[config.mk]
export PLATFORM = sky130hd
export DESIGN_NAME = memory_unit_flat
export DESIGN_NICKNAME = d
export VERILOG_FILES = /design/src/mem_pkg.sv /design/src/data_req_if.sv /design/src/memory_unit.sv /design/src/flat_wrapper.sv
export SDC_FILE = /design/constraint.sdc
export NUM_CORES = 1
export LEC_CHECK = 0
export BUFFER_PORTS_ARGS = -buffer_cell sky130_fd_sc_hd__buf_2
export CAP_MARGIN = 20
export CORE_ASPECT_RATIO = 1.4
export CORE_UTILIZATION = 40
export DETAILED_ROUTE_END_ITERATION = 7
export GPL_TIMING_DRIVEN = 1
export PLACE_DENSITY = 0.83
export SLEW_MARGIN = 5
export SYNTH_ARGS = -nofsm -noshare
export SYNTH_HDL_FRONTEND = slang
export SYNTH_SLANG_ARGS = --single-unit
[constraint.sdc]
create_clock -name clk -period 1.9 [get_ports clk]
set_input_delay 0.095 -clock clk [delete_from_list [all_inputs] [get_ports clk]]
set_output_delay 0.095 -clock clk [all_outputs]
set_load 0.02 [all_outputs]
[src/mem_pkg.sv]
package mem_pkg;

    // data path width
    localparam int XLEN = 32;
    localparam int NUM_LANES = XLEN / 8;   // byte lanes per word

    typedef logic [XLEN-1:0] uint_x;

    // instruction id, tells back-to-back instructions apart
    typedef logic [7:0] iid_t;

    // memory access kind
    typedef enum logic [1:0] {
        MEN_X  = 2'd0,   // no access
        MEN_S  = 2'd1,   // store
        MEN_LS = 2'd2,   // signed load
        MEN_LU = 2'd3    // unsigned load
    } mem_sel_t;

    // access size
    typedef enum logic [1:0] {
        SIZE_B = 2'd0,
        SIZE_H = 2'd1,
        SIZE_W = 2'd2
    } mem_size_t;

    // memory part of the decoded control word
    typedef struct packed {
        mem_sel_t  mem_wen;
        mem_size_t mem_size;
    } mem_ctrl_t;

    // saved id after reset so the first instruction counts as new
    localparam iid_t IID_RANDOM = 8'ha5;

    // data RAM geometry
    localparam int RAM_DEPTH = 256;   // words
    localparam int RAM_AW = 8;        // word address, taken from addr[9:2]

    // accept edge to response pulse
    localparam int LOAD_LATENCY = 2;
    localparam int LAT_W = $clog2(LOAD_LATENCY + 1);

endpackage

[src/data_req_if.sv]
`timescale 1ns/1ns

// request channel from the memory stage to the memory unit
interface data_req_if import mem_pkg::*; ();

    logic      valid;
    logic      ready;
    logic      wen;     // 1 = store
    uint_x     addr;
    uint_x     wdata;
    mem_size_t wmask;   // access size

    modport stage (
        output valid, wen, addr, wdata, wmask,
        input  ready
    );

    modport unit (
        input  valid, wen, addr, wdata, wmask,
        output ready
    );

endinterface

[src/memory_unit.sv]
`timescale 1ns/1ns

module memory_unit import mem_pkg::*; (
    input  logic                 clk,
    input  logic                 rst,

    data_req_if.unit             dreq,

    // response to the stage
    output logic                 resp_valid,
    output uint_x                resp_rdata,

    // data RAM side
    output logic                 ram_en,
    output logic [NUM_LANES-1:0] ram_we,
    output logic [RAM_AW-1:0]    ram_addr,
    output uint_x                ram_wdata,
    input  uint_x                ram_rdata
);

    logic                 accept;
    logic                 load_accept;
    logic                 load_busy;
    logic                 load_done;
    logic [LAT_W-1:0]     lat_cnt;
    logic [1:0]           byte_off;
    logic [1:0]           load_off;    // byte offset of the pending load
    logic [NUM_LANES-1:0] lane_mask;

    assign dreq.ready  = !load_busy;   // only one load in flight
    assign accept      = dreq.valid && dreq.ready;
    assign load_accept = accept && !dreq.wen;
    assign byte_off    = dreq.addr[1:0];

    // last count of the latency window
    assign load_done = load_busy && (lat_cnt == LAT_W'(1));

    // byte enables from size and low address bits
    always_comb begin
        case (dreq.wmask)
            SIZE_B:  lane_mask = 4'b0001 << byte_off;
            SIZE_H:  lane_mask = 4'b0011 << byte_off;
            default: lane_mask = 4'b1111;
        endcase
    end

    // copy store data into every lane, the enables pick the right one
    always_comb begin
        case (dreq.wmask)
            SIZE_B:  ram_wdata = {4{dreq.wdata[7:0]}};
            SIZE_H:  ram_wdata = {2{dreq.wdata[15:0]}};
            default: ram_wdata = dreq.wdata;
        endcase
    end

    assign ram_en   = accept;
    assign ram_we   = (accept && dreq.wen) ? lane_mask : '0;
    assign ram_addr = dreq.addr[RAM_AW+1:2];

    always_ff @(posedge clk) begin
        if (rst) begin
            load_busy  <= 1'b0;
            lat_cnt    <= '0;
            resp_valid <= 1'b0;
        end else begin
            resp_valid <= 1'b0;   // single-cycle pulse
            if (load_accept) begin
                load_busy <= 1'b1;
                lat_cnt   <= LAT_W'(LOAD_LATENCY - 1);
            end else if (load_done) begin
                load_busy  <= 1'b0;
                resp_valid <= 1'b1;
            end else if (load_busy) begin
                lat_cnt <= lat_cnt - 1'b1;
            end
        end
    end

    always_ff @(posedge clk) begin
        if (load_accept) begin
            load_off <= byte_off;
        end
        // RAM word shifted down to bit 0, extension happens in the stage
        if (load_done) begin
            resp_rdata <= ram_rdata >> {load_off, 3'b000};
        end
    end

endmodule

[src/flat_wrapper.sv]
// flat-port wrapper written by rule: the top's interface ports become plain ports
module memory_unit_flat import mem_pkg::*;
  (clk, rst, resp_valid, resp_rdata, ram_en, ram_we, ram_addr, ram_wdata, ram_rdata, dreq_valid, dreq_wen, dreq_addr, dreq_wdata, dreq_wmask, dreq_ready);
  data_req_if dreq_i ();
  input  logic clk;
  input  logic rst;
  output logic resp_valid;
  output uint_x resp_rdata;
  output logic ram_en;
  output logic [NUM_LANES-1:0] ram_we;
  output logic [RAM_AW-1:0] ram_addr;
  output uint_x ram_wdata;
  input  uint_x ram_rdata;
  input wire logic [$bits(dreq_i.valid)-1:0] dreq_valid;
  input wire logic [$bits(dreq_i.wen)-1:0] dreq_wen;
  input wire logic [$bits(dreq_i.addr)-1:0] dreq_addr;
  input wire logic [$bits(dreq_i.wdata)-1:0] dreq_wdata;
  input wire logic [$bits(dreq_i.wmask)-1:0] dreq_wmask;
  output wire logic [$bits(dreq_i.ready)-1:0] dreq_ready;
  assign dreq_i.valid = dreq_valid;
  assign dreq_i.wen = dreq_wen;
  assign dreq_i.addr = dreq_addr;
  assign dreq_i.wdata = dreq_wdata;
  assign dreq_i.wmask = dreq_wmask;
  assign dreq_ready = dreq_i.ready;
  memory_unit u_core (.clk(clk), .rst(rst), .dreq(dreq_i), .resp_valid(resp_valid), .resp_rdata(resp_rdata), .ram_en(ram_en), .ram_we(ram_we), .ram_addr(ram_addr), .ram_wdata(ram_wdata), .ram_rdata(ram_rdata));
endmodule
# Yosys cells after proc, flatten, opt, wreduce, memory -nomap -nowiden
# Cells that the tools add are included.
[word_totals]
regBits = 38
input_bits = 102
[op_classes]
n_addsub = 1
eq_ne = 3
shift = 3
muxes = 9
bitwise = 1
n_reduce_logical = 12
[op_table]
columns = ["op", "n"]
rows = [
  ["$pmux W32 S2", 1],
  ["$shr A32 B5 Y32", 1],
  ["$pmux W4 S2", 1],
  ["$mux W1", 6],
  ["$eq A2 B1 Y1 const B", 2],
  ["$logic_and A1 B1 Y1", 4],
  ["$mux W4", 1],
  ["$reduce_and A2 Y1", 2],
  ["$reduce_bool A2 Y1", 2],
  ["$shl A1 B2 Y4 const A", 1],
  ["$shl A2 B2 Y4 const A", 1],
  ["$logic_not A1 Y1", 2],
  ["$logic_not A2 Y1", 1],
  ["$ne A2 B1 Y1 const B", 1],
  ["$reduce_or A2 Y1", 1],
  ["$sub A2 B1 Y2 const B", 1],
  ["$not A1 Y1", 1],
]

# Logic depth before layout (Yosys ltp)
[logic_depth]
ltp_word = 5
depth_mapped = 5
mapped_depth_nobuf = 5

# Worst setup path after synthesis
# No wires, ideal clock.
[synth_path]
path_type = "register to register"
startpoint = "register u_core.lat_cnt[0]"
endpoint = "register u_core.resp_rdata[0], enable pin"
arrival_ps = 1308
path_slack_ps = 199
path_stages_with_launch = 3
n_path_buf = 0
cell_sequence = "dfxtp_1 > ha_1 > and2_1"
[synth_between]
elab_chain_len = 2
[synth_lines]
columns = ["element", "line", "source"]
rows = [
  ["start: declaration", "memory_unit.sv:25", "logic [LAT_W-1:0] lat_cnt;"],
  ["start signal: assignment", "memory_unit.sv:69", "lat_cnt <= LAT_W'(LOAD_LATENCY - 1);"],
  ["start signal: assignment", "memory_unit.sv:74", "lat_cnt <= lat_cnt - 1'b1;"],
  ["$eq A2 B1 Y1", "memory_unit.sv:36", "assign load_done = load_busy && (lat_cnt == LAT_W'(1));"],
  ["$logic_and A1 B1 Y1", "memory_unit.sv:36", ""],
  ["via u_core.load_done", "memory_unit.sv:24", "logic load_done;"],
  ["end signal: assignment", "memory_unit.sv:85", "resp_rdata <= ram_rdata >> {load_off, 3'b000};"],
  ["end: declaration", "memory_unit.sv:11", "output uint_x resp_rdata,"],
]
# The timed path passes the listed nets, and every way through them passes these cells.
# A chain may end at the register's enable or synchronous reset.

# Worst setup path in the final report
[layout_path]
startpoint = "register u_core.load_off[0]"
endpoint = "register u_core.resp_rdata[16], data pin"
[layout_between]
elab_chain_len = 1
[layout_lines]
columns = ["element", "line", "source"]
rows = [
  ["start: declaration", "memory_unit.sv:27", "logic [1:0] load_off;"],
  ["start signal: assignment", "memory_unit.sv:81", "load_off <= byte_off;"],
  ["$shr A32 B5 Y32", "memory_unit.sv:85", ""],
]
# Every way passes these cells.

==> impl_metrics.env <==
export IMPL_setup_viol=0
export IMPL_worstRegToRegCells=3
export IMPL_drt_first_pass_iters=4
export IMPL_die_h_um=91.99
export IMPL_min_path_cells=2
export IMPL_clkTransAtPathRegs_ns=0.07
export IMPL_fill_cells=494
export IMPL_yosys_warnings=0
export IMPL_place_congestion=0.8225
export IMPL_vias=1992
export IMPL_cts_sinks=38
export IMPL_insertion_delay_ns=0.29
export IMPL_arrival_ns=1.48
export IMPL_root_buffer="clkbuf_8"
export IMPL_finalNetCount=435
export IMPL_grt_pass1_wl_um=8480
export IMPL_cp_max_fo=13
export IMPL_maxCapViolations=0
export IMPL_finalCriticalPeriod_ns=1.433
export IMPL_seq_area_frac_synth_pct=47.59
export IMPL_synth_edf_count=34
export IMPL_crit_chain="buf_4 > mux2i_1 > nor2_1"
export IMPL_grt_start_max_net_pins=36
export IMPL_synthAdderAreaFrac_pct=0.5408
export IMPL_drc=0
export IMPL_netlist_area_sq_um=2313
export IMPL_layout_commonest_cell="buf_2"
export IMPL_max_slew_margin_pct=67.60
export IMPL_grt_util_all_layers_pct=18.59
export IMPL_netlist_instances=207
export IMPL_grt_pass1_vias=1799
export IMPL_io_pins=181
export IMPL_ctsResizeCount=0
export IMPL_postSynthAreaPerCell_sq_um=11.18
export IMPL_power_net_switching_w=0.0005666
export IMPL_synthFlopType="edfxtp_1"
export IMPL_diodes=0
export IMPL_cts_tree="done"
export IMPL_area_growth_syn_to_layout_pct=31.64
export IMPL_synth_area_leaders="edfxtp_1 44%, mux2i_1 11%, mux2_2 6.3%"
export IMPL_final_area_sq_um=3045
export IMPL_clkPwrFrac_pct=31.8
export IMPL_synth_top_family_by_area="multiplexers"
export IMPL_synthDistinctLibCells=34
export IMPL_p_seq_share_pct=45.5
export IMPL_period_share_pct=75.43
export IMPL_syn_nets=310
export IMPL_antenna_found_initial=0
export IMPL_power_leakage_nw=1.401
export IMPL_hpwl_um=4361
export IMPL_viasPerCell=4.968
export IMPL_most_common_layout_cells="142 x buf_2, 34 x edfxtp_1, 25 x mux2i_1, 17 x nand2_1, 14 x o21ai_1"
export IMPL_dpl_cell_area_sq_um=2937
export IMPL_row_count=32
export IMPL_cts_max_path_buffers=2
export IMPL_yosys_area_top_type="edfxtp_1"
export IMPL_cp_end_kind="register"
export IMPL_total_power_w=0.002094
export IMPL_cpMaxStageDelayCell="edfxtp_1"
export IMPL_min_from="rst"
export IMPL_yosys_register_bits=38
export IMPL_swShare_pct=27.05
export IMPL_r2r_start="u_core.load_off[0]"
export IMPL_worstSetupPathType="reg2reg"
export IMPL_numCtsBuffers=5
export IMPL_core_area_sq_um=5525
export IMPL_power_density_nw_per_um2=687.7
export IMPL_die_w_um=66.28
export IMPL_slowest_delay_ns=0.64
export IMPL_final_max_slew_viol_count=0
export IMPL_wl_per_cell_um=13.94
export IMPL_drive_above_1_share_pct=51.95
export IMPL_finClkSkew_ns=0.004707
export IMPL_r2r_end="u_core.resp_rdata[16]"
export IMPL_cp_required_ns=1.95
export IMPL_hold_path_endpoint="u_core.lat_cnt[0]"
export IMPL_start_util_pct=41.87
export IMPL_post_cts_buffers=0
export IMPL_totalWireLength_um=5589
export IMPL_max_freq_mhz=697.8
export IMPL_muxShareOfSynthArea_pct=18.60
export IMPL_tightestPinTransition_ns=0.4860
export IMPL_r2r_slack_ns=0.47
export IMPL_ant_nets=0
export IMPL_synthXorXnorAreaFrac_pct=0.3786
export IMPL_hold_viol=0
export IMPL_hold_path_class="in2reg"
export IMPL_synthArstFlopShare_pct=0
export IMPL_synth_simple_area_share_pct=12.55
export IMPL_synth_top_area_share_pct=44.13
export IMPL_synth_compound_area_share_pct=9.843
export IMPL_grt_setup_unrepaired="no"
export IMPL_fin_setup_tns_ns=0
export IMPL_power_frac_comb_pct=22.6
export IMPL_peakVddDrop_mv=0.3036
export IMPL_intPower_w=0.001528
export IMPL_htreeDepth=2
export IMPL_grt_overflow=0
export IMPL_start_kind="register"
export IMPL_status="finished, final reports clean"
export IMPL_drtIter0Drc=220
export IMPL_die_area_sq_um=6096
export IMPL_port_buffers=142
export IMPL_cts_hold_buf=0
through the flow:
step                      utilization, %  hold slack (ns)  std cells  setup WS, ns
after floorplan                        -           0.1641        207        0.1989
after CTS                          55.12         0.009843        401        0.4814
after global routing               55.12          0.01792        401        0.3698
after global placement             53.15           0.1901        393        0.5202
final                              55.12         0.007447        401        0.4669
after detailed placement           53.15           0.1901        393        0.4908
worst max-delay path by stage:
stage / start / to / slack [ns]
after floorplan: u_core.lat_cnt[0] / u_core.resp_rdata[0] / 0.20
after global placement: u_core.load_off[0] / u_core.resp_rdata[18] / 0.52
after detailed placement: u_core.load_off[0] / u_core.resp_rdata[17] / 0.49
after CTS: u_core.load_off[0] / u_core.resp_rdata[16] / 0.48
after global routing: u_core.load_off[0] / u_core.resp_rdata[16] / 0.37
final: u_core.load_off[0] / u_core.resp_rdata[16] / 0.47
cell families after synthesis:
| logic type | Yosys count |
|---|---|
| buffers and inverters | 32 |
| xor gates and xnor gates | 1 |
| and+or+nand+nor | 55 |
| adders and majority gates | 1 |
| DFF | 38 |
| muxes | 41 |
| AOI/OAI and AO/OA | 39 |
per-layer routing:
layer,wire [um],GRT usage (%),vias to the layer above,share of wire [%]
met5,0,0,-,0
met4,121,7.270,0,2.2
met3,502,3.483,10,9.0
met2,2807,32.82,125,50
met1,2158,21.55,882,39
li1,-,-,975,-
synthesized netlist by cell type (all sizes together) (2+ instances only):
library cell and instances:
a211oi 9, a21oi 11, and2 9, buf 27
dfxtp 4, edfxtp 34, inv 4, mux2 16
mux2i 25, nand2 17, nand2b 2, nor2 13
nor2b 11, o21ai 16
area by class of cell:
type	instances	area [sq um]	share of cell area, %
multi-input cells	137	969.7	31.84
clock buffers	5	68.82	2.260
well taps	68	85.08	2.794
repair buffers	146	765.7	25.14
clock inverters	3	40.04	1.315
inverters	4	15.01	0.4930
flip-flops and latches	38	1101	36.15
power by group through the flow:
stage          clock network (W)  logic (W)  registers (W)
2_1_floorplan                  0   0.000309       0.000990
3_3_place_gp                   0   0.000466       0.000971
3_5_place_dp                   0   0.000476       0.000973
4_1_cts                 0.000679   0.000478       0.000954
5_1_grt                 0.000719   0.000514       0.000956
6_report                0.000666   0.000474       0.000954
sequential cells by signal, indices dropped and copies added, names as in the netlist:
name and cells:
u_core.resp_rdata 32, u_core.resp_valid 1, u_core.load_off 2, u_core.load_busy 1
u_core.lat_cnt 2
critical path, delay by kind of cell, from the launching register on:
| family | cells | cell delay [ns] |
|---|---|---|
| simple gates | 1 | 0.05 |
| mux | 1 | 0.20 |
| flops | 1 | 0.64 |
| buf+inv | 1 | 0.29 |
Power figures use the tool's default switching activity.
