`src/mem_pkg.sv`:
```
package mem_pkg;

    // data path width
    localparam int XLEN = 32;
    localparam int NUM_LANES = XLEN / 8;   // byte lanes per word

    typedef logic [XLEN-1:0] uint_x;

    // instruction id, tells back-to-back instructions apart
    typedef logic [7:0] iid_t;

    // memory access kind
    typedef enum logic [1:0] {
        MEN_X  = 2'd0,   // no access
        MEN_S  = 2'd1,   // store
        MEN_LS = 2'd2,   // signed load
        MEN_LU = 2'd3    // unsigned load
    } mem_sel_t;

    // access size
    typedef enum logic [1:0] {
        SIZE_B = 2'd0,
        SIZE_H = 2'd1,
        SIZE_W = 2'd2
    } mem_size_t;

    // memory part of the decoded control word
    typedef struct packed {
        mem_sel_t  mem_wen;
        mem_size_t mem_size;
    } mem_ctrl_t;

    // saved id after reset so the first instruction counts as new
    localparam iid_t IID_RANDOM = 8'ha5;

    // data RAM geometry
    localparam int RAM_DEPTH = 256;   // words
    localparam int RAM_AW = 8;        // word address, taken from addr[9:2]

    // accept edge to response pulse
    localparam int LOAD_LATENCY = 2;
    localparam int LAT_W = $clog2(LOAD_LATENCY + 1);

endpackage

```
`src/data_req_if.sv`:
```
`timescale 1ns/1ns

// request channel from the memory stage to the memory unit
interface data_req_if import mem_pkg::*; ();

    logic      valid;
    logic      ready;
    logic      wen;     // 1 = store
    uint_x     addr;
    uint_x     wdata;
    mem_size_t wmask;   // access size

    modport stage (
        output valid, wen, addr, wdata, wmask,
        input  ready
    );

    modport unit (
        input  valid, wen, addr, wdata, wmask,
        output ready
    );

endinterface

```
`src/memory_stage.sv`:
```
`timescale 1ns/1ns

module memory_stage import mem_pkg::*; (
    input  logic      clk,
    input  logic      rst,

    // from the execute stage
    input  logic      mem_valid,
    input  iid_t      mem_inst_id,
    input  mem_ctrl_t mem_ctrl,
    input  uint_x     mem_alu_out,
    input  uint_x     mem_rs2_data,

    // to writeback
    output logic      mem_wb_valid,
    output iid_t      mem_wb_inst_id,
    output mem_ctrl_t mem_wb_ctrl,
    output uint_x     mem_wb_alu_out,
    output uint_x     mem_wb_mem_rdata,

    output logic      memory_unit_stall,

    // memory unit
    data_req_if.stage dreq,
    input  logic      resp_valid,
    input  uint_x     resp_rdata
);

    typedef enum logic [1:0] {
        IDLE,
        WAIT_READY,
        WAIT_VALID
    } state_t;

    state_t   state;
    logic     executed;        // current instruction already done
    iid_t     saved_inst_id;
    uint_x    saved_rdata;     // raw load data from the unit
    mem_sel_t mem_wen;
    logic     may_start;
    logic     is_store;

    // a bubble looks like no access
    assign mem_wen = mem_valid ? mem_ctrl.mem_wen : MEN_X;
    assign is_store = (mem_wen == MEN_S);

    // held instruction that already finished must not go out again
    assign may_start = !executed || (saved_inst_id != mem_inst_id);

    assign dreq.valid = (state == WAIT_READY) && (mem_wen != MEN_X);
    assign dreq.wen   = is_store;
    assign dreq.addr  = mem_alu_out;
    assign dreq.wdata = mem_rs2_data;
    assign dreq.wmask = mem_ctrl.mem_size;

    // raised already in the cycle a new access shows up
    assign memory_unit_stall = (mem_wen != MEN_X) && ((state != IDLE) || may_start);

    // sign or zero extension of the loaded value
    function automatic uint_x extend_rdata(
        input mem_sel_t  sel,
        input mem_size_t size,
        input uint_x     raw
    );
        uint_x res;
        if (sel == MEN_LS) begin
            case (size)
                SIZE_B:  res = {{24{raw[7]}}, raw[7:0]};     // lb
                SIZE_H:  res = {{16{raw[15]}}, raw[15:0]};   // lh
                default: res = raw;                          // lw
            endcase
        end else begin
            case (size)
                SIZE_B:  res = {24'b0, raw[7:0]};    // lbu
                SIZE_H:  res = {16'b0, raw[15:0]};   // lhu
                default: res = raw;
            endcase
        end
        return res;
    endfunction

    assign mem_wb_valid     = mem_valid;
    assign mem_wb_inst_id   = mem_inst_id;
    assign mem_wb_ctrl      = mem_ctrl;
    assign mem_wb_alu_out   = mem_alu_out;
    assign mem_wb_mem_rdata = extend_rdata(mem_ctrl.mem_wen, mem_ctrl.mem_size, saved_rdata);

    always_ff @(posedge clk) begin
        if (rst) begin
            state         <= IDLE;
            executed      <= 1'b0;
            saved_inst_id <= IID_RANDOM;
        end else begin
            if (mem_valid) begin
                saved_inst_id <= mem_inst_id;
            end
            if (mem_wen == MEN_X) begin
                state    <= IDLE;
                executed <= 1'b0;
            end else begin
                case (state)
                    IDLE: begin
                        if (may_start) begin
                            state    <= WAIT_READY;
                            executed <= 1'b0;   // new instruction
                        end
                    end
                    WAIT_READY: begin
                        if (dreq.ready) begin
                            if (is_store) begin
                                state    <= IDLE;   // no response for stores
                                executed <= 1'b1;
                            end else begin
                                state <= WAIT_VALID;
                            end
                        end
                    end
                    WAIT_VALID: begin
                        if (resp_valid) begin
                            state    <= IDLE;
                            executed <= 1'b1;
                        end
                    end
                    default: state <= IDLE;
                endcase
            end
        end
    end

    // capture load data on the response pulse
    always_ff @(posedge clk) begin
        if (state == WAIT_VALID && resp_valid) begin
            saved_rdata <= resp_rdata;
        end
    end

endmodule

```
`src/flat_wrapper.sv`:
```
// flat-port wrapper written by rule: the top's interface ports become plain ports
module memory_stage_flat import mem_pkg::*;
  (clk, rst, mem_valid, mem_inst_id, mem_ctrl, mem_alu_out, mem_rs2_data, mem_wb_valid, mem_wb_inst_id, mem_wb_ctrl, mem_wb_alu_out, mem_wb_mem_rdata, memory_unit_stall, resp_valid, resp_rdata, dreq_valid, dreq_wen, dreq_addr, dreq_wdata, dreq_wmask, dreq_ready);
  data_req_if dreq_i ();
  input  logic clk;
  input  logic rst;
  input  logic mem_valid;
  input  iid_t mem_inst_id;
  input  mem_ctrl_t mem_ctrl;
  input  uint_x mem_alu_out;
  input  uint_x mem_rs2_data;
  output logic mem_wb_valid;
  output iid_t mem_wb_inst_id;
  output mem_ctrl_t mem_wb_ctrl;
  output uint_x mem_wb_alu_out;
  output uint_x mem_wb_mem_rdata;
  output logic memory_unit_stall;
  input  logic resp_valid;
  input  uint_x resp_rdata;
  output wire logic [$bits(dreq_i.valid)-1:0] dreq_valid;
  output wire logic [$bits(dreq_i.wen)-1:0] dreq_wen;
  output wire logic [$bits(dreq_i.addr)-1:0] dreq_addr;
  output wire logic [$bits(dreq_i.wdata)-1:0] dreq_wdata;
  output wire logic [$bits(dreq_i.wmask)-1:0] dreq_wmask;
  input wire logic [$bits(dreq_i.ready)-1:0] dreq_ready;
  assign dreq_valid = dreq_i.valid;
  assign dreq_wen = dreq_i.wen;
  assign dreq_addr = dreq_i.addr;
  assign dreq_wdata = dreq_i.wdata;
  assign dreq_wmask = dreq_i.wmask;
  assign dreq_i.ready = dreq_ready;
  memory_stage u_core (.clk(clk), .rst(rst), .mem_valid(mem_valid), .mem_inst_id(mem_inst_id), .mem_ctrl(mem_ctrl), .mem_alu_out(mem_alu_out), .mem_rs2_data(mem_rs2_data), .mem_wb_valid(mem_wb_valid), .mem_wb_inst_id(mem_wb_inst_id), .mem_wb_ctrl(mem_wb_ctrl), .mem_wb_alu_out(mem_wb_alu_out), .mem_wb_mem_rdata(mem_wb_mem_rdata), .memory_unit_stall(memory_unit_stall), .dreq(dreq_i), .resp_valid(resp_valid), .resp_rdata(resp_rdata));
endmodule
```
`config.mk`:
```
export PLATFORM = sky130hd
export DESIGN_NAME = memory_stage_flat
export DESIGN_NICKNAME = d
export VERILOG_FILES = /design/src/mem_pkg.sv /design/src/data_req_if.sv /design/src/memory_stage.sv /design/src/flat_wrapper.sv
export SDC_FILE = /design/constraint.sdc
export NUM_CORES = 1
export LEC_CHECK = 0
export BUFFER_PORTS_ARGS = -buffer_cell sky130_fd_sc_hd__buf_2
export CAP_MARGIN = 20
export CORE_AREA = 2 2 100 102
export CTS_CLUSTER_SIZE = 24
export DETAILED_ROUTE_END_ITERATION = 6
export DIE_AREA = 0 0 102 104
export PLACE_DENSITY = 0.74
export SLEW_MARGIN = 40
export SYNTH_ARGS = -nofsm -noshare
export SYNTH_HDL_FRONTEND = slang
export SYNTH_SLANG_ARGS = --single-unit
```
`constraint.sdc`:
```
create_clock -name clk -period 2.8 [get_ports clk]
set_clock_uncertainty 0.05 [all_clocks]
set_input_delay 0.28 -clock clk [delete_from_list [all_inputs] [get_ports clk]]
set_output_delay 0.28 -clock clk [all_outputs]
set_load 0.01 [all_outputs]
```
Yosys cells after proc, flatten, opt, wreduce, memory -nomap -nowiden:

Cells that the tools add are included.

* word-level logic and storage cells: 43
* flip-flop bits (word level): 43
* output and inout bits: 146
* input port bits: 113

* reductions and logical operators: 15
* eq/ne operators: 10
* mux-type cells: 14

Operators by type and width (number)
* $pmux 32 s2: 2
* $mux 32: 1
* $mux 2: 5
* $ne 8x8->1: 1
* $eq 2x1->1 const B: 3
* $logic_not 2->1: 3
* $ne 2x2->1 const B: 3
* $pmux 2 s3: 1
* $reduce_and 5->1: 1
* $eq 2x2->1 const B: 2
* $mux 1: 4
* $reduce_bool 2->1: 2
* $logic_and 1x1->1: 3
* $pmux 1 s3: 1
* $reduce_and 3->1: 1
* $reduce_bool 3->1: 1
* $logic_or 1x1->1: 2
* $ne 2x1->1 const B: 1
* $reduce_or 2->1: 1
* $logic_not 1->1: 1

Depth between registers and ports, before layout:

* depth after elaboration: 5
* gate-level depth with buffers: 6
* gate-level depth less buffers: 6

Least setup slack after synthesis:

OpenSTA, ideal clock, no wires.

* path kind: flip-flop to flip-flop
* from: register u_core.state[0]
* to: register u_core.saved_rdata[0], enable pin
* stages on the path, launching flop included: 4
* path slack: 1022 ps
* arrival: 1336 ps
* period minus slack after synthesis: 1778 ps
* required time: 2358 ps
* buffers on the path: 0
* setup time: 392 ps
* cells stage by stage: dfxtp_1 inv_1 ha_1 and2_1

* word-level cells in the longest chain between the ends: 2

RTL lines
* from (decl): RTL line memory_stage.sv:35 `state_t state;`
* from (signal assigned): RTL line memory_stage.sv:90 `state <= IDLE;`
* from (signal assigned): RTL line memory_stage.sv:98 `state <= IDLE;`
* from (signal assigned): RTL line memory_stage.sv:104 `state <= WAIT_READY;`
* $eq 2x2->1: RTL line memory_stage.sv:132 `if (state == WAIT_VALID && resp_valid) begin`
* $logic_and 1x1->1: RTL line memory_stage.sv:132
* to (signal assigned): RTL line memory_stage.sv:133 `saved_rdata <= resp_rdata;`
* to (decl): RTL line memory_stage.sv:38 `uint_x saved_rdata;`

Every way passes these cells.
A chain may end at the register's enable or synchronous reset.

Worst setup path in the final report:

* from: register u_core.saved_rdata[7]
* to: output mem_wb_mem_rdata[27]

* word-level cells in the longest chain between the ends: 2

RTL lines
* $pmux 32 s2: RTL line memory_stage.sv:67 `case (size)`
* $mux 32: RTL line memory_stage.sv:66 `if (sel == MEN_LS) begin`
* to (decl): RTL line flat_wrapper.sv:16 `output uint_x mem_wb_mem_rdata;`

Every way passes these cells.

==> impl_metrics.prom <==
# TYPE chip_impl_metric gauge
chip_impl_metric{name="drcViolationCount",unit=""} 0
chip_impl_metric{name="avgViaCountPerCell",unit=""} 4.08
chip_impl_metric{name="leakage",unit="nW"} 1.19
chip_impl_metric{name="sequential_to_total_area_share_from_yosys_stat",unit="%"} 43.4
chip_impl_metric{name="areaGrowthSynthToFinish",unit="%"} -6.49
chip_impl_metric{name="core_area",unit="um2"} 9550
chip_impl_metric{name="grt_antenna_before_repair",unit=""} 0
chip_impl_metric{name="final_setup_tns",unit="ns"} 0
chip_impl_info{name="worst_hold_path_startpoint",value="resp_rdata[7]"} 1
chip_impl_metric{name="timing.reg2reg.worst_path_depth",unit=""} 4
chip_impl_metric{name="synth.ff_latch_count",unit=""} 43
chip_impl_info{name="outcome",value="finished, final reports clean"} 1
chip_impl_metric{name="combPwrFrac",unit="%"} 11.6
chip_impl_metric{name="ctsResizeCount",unit=""} 0
chip_impl_info{name="clockRootBuffer",value="clkbuf_8"} 1
chip_impl_metric{name="cts-htree-levels",unit=""} 2
chip_impl_metric{name="antenna_violating_nets_post_route",unit=""} 0
chip_impl_metric{name="critical-path-max-stage-delay",unit="ns"} 0.76
chip_impl_metric{name="rows",unit=""} 36
chip_impl_info{name="critical_path.cell_chain",value="mux2i_1 > or4b_1 > nand2_1 > buf_2"} 1
chip_impl_metric{name="grt_start_max_net_pins",unit=""} 21
chip_impl_metric{name="worst_pin_slew",unit="ns"} 0.680
chip_impl_metric{name="dieArea",unit="um2"} 10600
chip_impl_info{name="timing.rr.end",value="u_core.saved_rdata[0]"} 1
chip_impl_metric{name="synth_warnings",unit=""} 0
chip_impl_metric{name="placed_cells",unit=""} 385
chip_impl_metric{name="timing.critical_path.required",unit="ns"} 2.47
chip_impl_metric{name="place_hpwl",unit="um"} 6310
chip_impl_metric{name="timing.reg2reg.setup_slack",unit="ns"} 0.87
chip_impl_info{name="rr_startpoint",value="u_core.state[0]"} 1
chip_impl_metric{name="dpl-instance-area",unit="um2"} 2440
chip_impl_metric{name="antennaDiodeCount",unit=""} 0
chip_impl_info{name="worstHoldEndpoint",value="u_core.saved_rdata[7]"} 1
chip_impl_metric{name="vdd_ir_drop_max",unit="mV"} 0.350
chip_impl_metric{name="final_hold_viol_count",unit=""} 0
chip_impl_metric{name="cts.hold.buffers_added",unit=""} 0
chip_impl_metric{name="dp_worst_setup_slack",unit="ns"} 0.805
chip_impl_info{name="setup.worst_path.class",value="flip-flop to output pin"} 1
chip_impl_metric{name="share_of_the_clock_period_used_by_the_worst_path",unit="%"} 76.4
chip_impl_metric{name="tritoncts_num_sinks",unit=""} 43
chip_impl_info{name="grt_setup_unrepaired",value="no"} 1
chip_impl_metric{name="final_instance_area",unit="um2"} 2540
chip_impl_metric{name="num_vias",unit=""} 1603
chip_impl_metric{name="post-route-util",unit="%"} 26.6
chip_impl_info{name="crit_path_capture_type",value="output pin"} 1
chip_impl_metric{name="worstPathMaxFanout",unit=""} 16
chip_impl_metric{name="synth.avg_cell_area",unit="um2"} 9.75
chip_impl_info{name="synth_top_flop_cell",value="edfxtp_1"} 1
chip_impl_metric{name="routed_wl",unit="um"} 7290
chip_impl_metric{name="drt_first_pass_iters",unit=""} 4
chip_impl_metric{name="grt_overflow_total",unit=""} 0
chip_impl_metric{name="finalNetCount",unit=""} 376
chip_impl_metric{name="synthesis.area",unit="um2"} 2720
chip_impl_info{name="timing.critical_path.from_type",value="flip-flop"} 1
chip_impl_metric{name="gr-usage-all-layers",unit="%"} 12.9
chip_impl_info{name="cts_tree",value="done"} 1
chip_impl_metric{name="wire_per_inst",unit="um"} 18.6
chip_impl_metric{name="first_global_vias",unit=""} 1622
chip_impl_info{name="worst_hold_check_path_type",value="input pin to flip-flop"} 1
chip_impl_metric{name="finalNonFillerCells",unit=""} 393
chip_impl_metric{name="fin_crit",unit="ns"} 2.14
chip_impl_metric{name="power.clock.fraction",unit="%"} 33.0
chip_impl_metric{name="worstPathArrival",unit="ns"} 1.81
chip_impl_metric{name="hold-worst-slack",unit="ns"} 0.104
chip_impl_metric{name="p_switching",unit="mW"} 0.298
chip_impl_metric{name="p_total",unit="mW"} 1.26
chip_impl_metric{name="finalWorstSetupSlack",unit="ns"} 0.660
chip_impl_metric{name="maxSlewHeadroom",unit="%"} 54.7
chip_impl_metric{name="seq_power_share",unit="%"} 55.4
chip_impl_metric{name="drive_above_1_share",unit="%"} 41.2
chip_impl_metric{name="worstSkewPairLatency",unit="ns"} 0.29
chip_impl_metric{name="layout.filler_cells",unit=""} 1060
chip_impl_metric{name="initialDrtViolationCount",unit=""} 77
chip_impl_metric{name="synth.distinct_cells",unit=""} 25
chip_impl_metric{name="place.port_buffers",unit=""} 98
chip_impl_metric{name="synth_edf_count",unit=""} 32
chip_impl_metric{name="worst_setup_hold_path_clk_slew",unit="ns"} 0.08
chip_impl_info{name="critical-path-slowest-cell",value="or4b_1"} 1
chip_impl_metric{name="clock.fmax",unit="GHz"} 0.467
chip_impl_metric{name="cts_made_buffers",unit=""} 5
chip_impl_metric{name="finalSetupViolCount",unit=""} 0
chip_impl_metric{name="die_w",unit="um"} 102
chip_impl_metric{name="die_height",unit="um"} 104
chip_impl_metric{name="finalMaxSlewViolations",unit=""} 0
chip_impl_metric{name="grt_first_pass_wirelength",unit="um"} 10000
chip_impl_metric{name="clk_path_buf_depth",unit=""} 2
chip_impl_metric{name="synthesis.nets",unit=""} 396
chip_impl_metric{name="postCtsSetupRepairBufs",unit=""} 0
chip_impl_metric{name="synth_async_sr_flop_share",unit="%"} 0
chip_impl_metric{name="maxCapViolations",unit=""} 0
chip_impl_metric{name="power_switching_share",unit="%"} 23.6
chip_impl_metric{name="worst_hold_path.num_cells",unit=""} 1
chip_impl_metric{name="initial_core_util",unit="%"} 28.5
chip_impl_metric{name="internal_power",unit="mW"} 0.964
chip_impl_metric{name="number_of_ports_placed_on_the_die_boundary",unit=""} 259
chip_impl_metric{name="postSynthCellCount",unit=""} 279
chip_impl_metric{name="pwr_density_cell",unit="nW/um2"} 497
chip_impl_metric{name="last_weighted_congestion_value_of_the_routability_driven_placer",unit=""} 0.783
[synthesized netlist by cell type (2+ instances only)]
cell / instances / share of area, %
ha_1: 4 / 1.8
nor2_1: 9 / 1.2
buf_4: 119 / 33
buf_2: 3 / 0.55
nor3_1: 2 / 0.37
inv_1: 3 / 0.41
mux2i_1: 7 / 2.6
xnor2_1: 8 / 2.6
nor4_1: 2 / 0.46
a211o_1: 4 / 1.3
nor2b_1: 5 / 1.2
buf_6: 2 / 0.83
nand2_1: 56 / 7.7
clkbuf_1: 2 / 0.28
nand3_1: 2 / 0.37
dfxtp_1: 11 / 8.1
edfxtp_1: 32 / 35
[area by class of cell]
| class | count | area, um2 | share of cell area (%) |
|---|---|---|---|
| clock buffer | 6 | 82.6 | 3.25 |
| clock inverter | 2 | 15.0 | 0.591 |
| inverter | 3 | 11.3 | 0.443 |
| multi-input combinational | 107 | 588 | 23.1 |
| sequential | 43 | 1180 | 46.5 |
| tap | 133 | 166 | 6.55 |
| timing repair buffer | 99 | 498 | 19.6 |
[registers in the layout, summed over array words and instances, names as in the netlist]
signal,flops
u_core.saved_rdata,32
u_core.saved_inst_id,8
u_core.state,2
u_core.executed,1
[layer usage]
metal | routed length, um | up-vias | global-route usage [%]
li1 | - | 735 | -
met1 | 1760 | 707 | 9.15
met2 | 3920 | 153 | 24.6
met3 | 1540 | 8 | 10.6
met4 | 78 | 0 | 3.14
met5 | 0 | - | 0
[critical path: cells and delay by family, from the launching register on]
kind | cells | cell delay [ns]
simple gates | 2 | 0.93
flops | 1 | 0.37
buf+inv | 1 | 0.14
mux | 1 | 0.07
[how the worst max path moves through the flow]
| stage | start | end | slack, ns |
|---|---|---|---|
| floorplan | u_core.state[0] | u_core.saved_rdata[0] | 1.02 |
| global placement | mem_ctrl[1] | mem_wb_mem_rdata[26] | 0.83 |
| detailed placement | mem_ctrl[1] | mem_wb_mem_rdata[27] | 0.81 |
| CTS | u_core.saved_rdata[7] | mem_wb_mem_rdata[27] | 0.63 |
| global route | u_core.saved_rdata[7] | mem_wb_mem_rdata[27] | 0.50 |
| finish | u_core.saved_rdata[7] | mem_wb_mem_rdata[27] | 0.66 |
[kinds of logic after synthesis]
| family | Yosys count | share of synthesized area, % |
|---|---|---|
| compound gates | 7 | 1.98 |
| xor+xnor | 8 | 2.58 |
| fa+ha+maj | 4 | 1.84 |
| buf+inv | 129 | 34.9 |
| flops | 43 | 43.4 |
| mux | 7 | 2.58 |
| simple gates | 81 | 12.7 |
[cells in the final DEF (no fill, tap or decap), drive strengths merged, types with 2 or more instances in the layout]
master,n
mux2i,7
nor4,2
ha,4
a211o,4
inv,4
nand2,56
nand3,2
nor3,2
clkbuf,6
buf,99
xnor2,8
edfxtp,32
dfxtp,11
nor2b,5
nor2,9
[power by group through the flow]
| stage | clock network, mW | registers [mW] | logic [mW] |
|---|---|---|---|
| after detailed placement | 0 | 0.714 | 0.148 |
| final | 0.417 | 0.700 | 0.146 |
| after floorplan | 0 | 0.713 | 0.230 |
| after global routing | 0.456 | 0.701 | 0.163 |
| after CTS | 0.434 | 0.700 | 0.149 |
| after global placement | 0 | 0.714 | 0.145 |
Note: power is estimated with default switching activity, not from simulation.
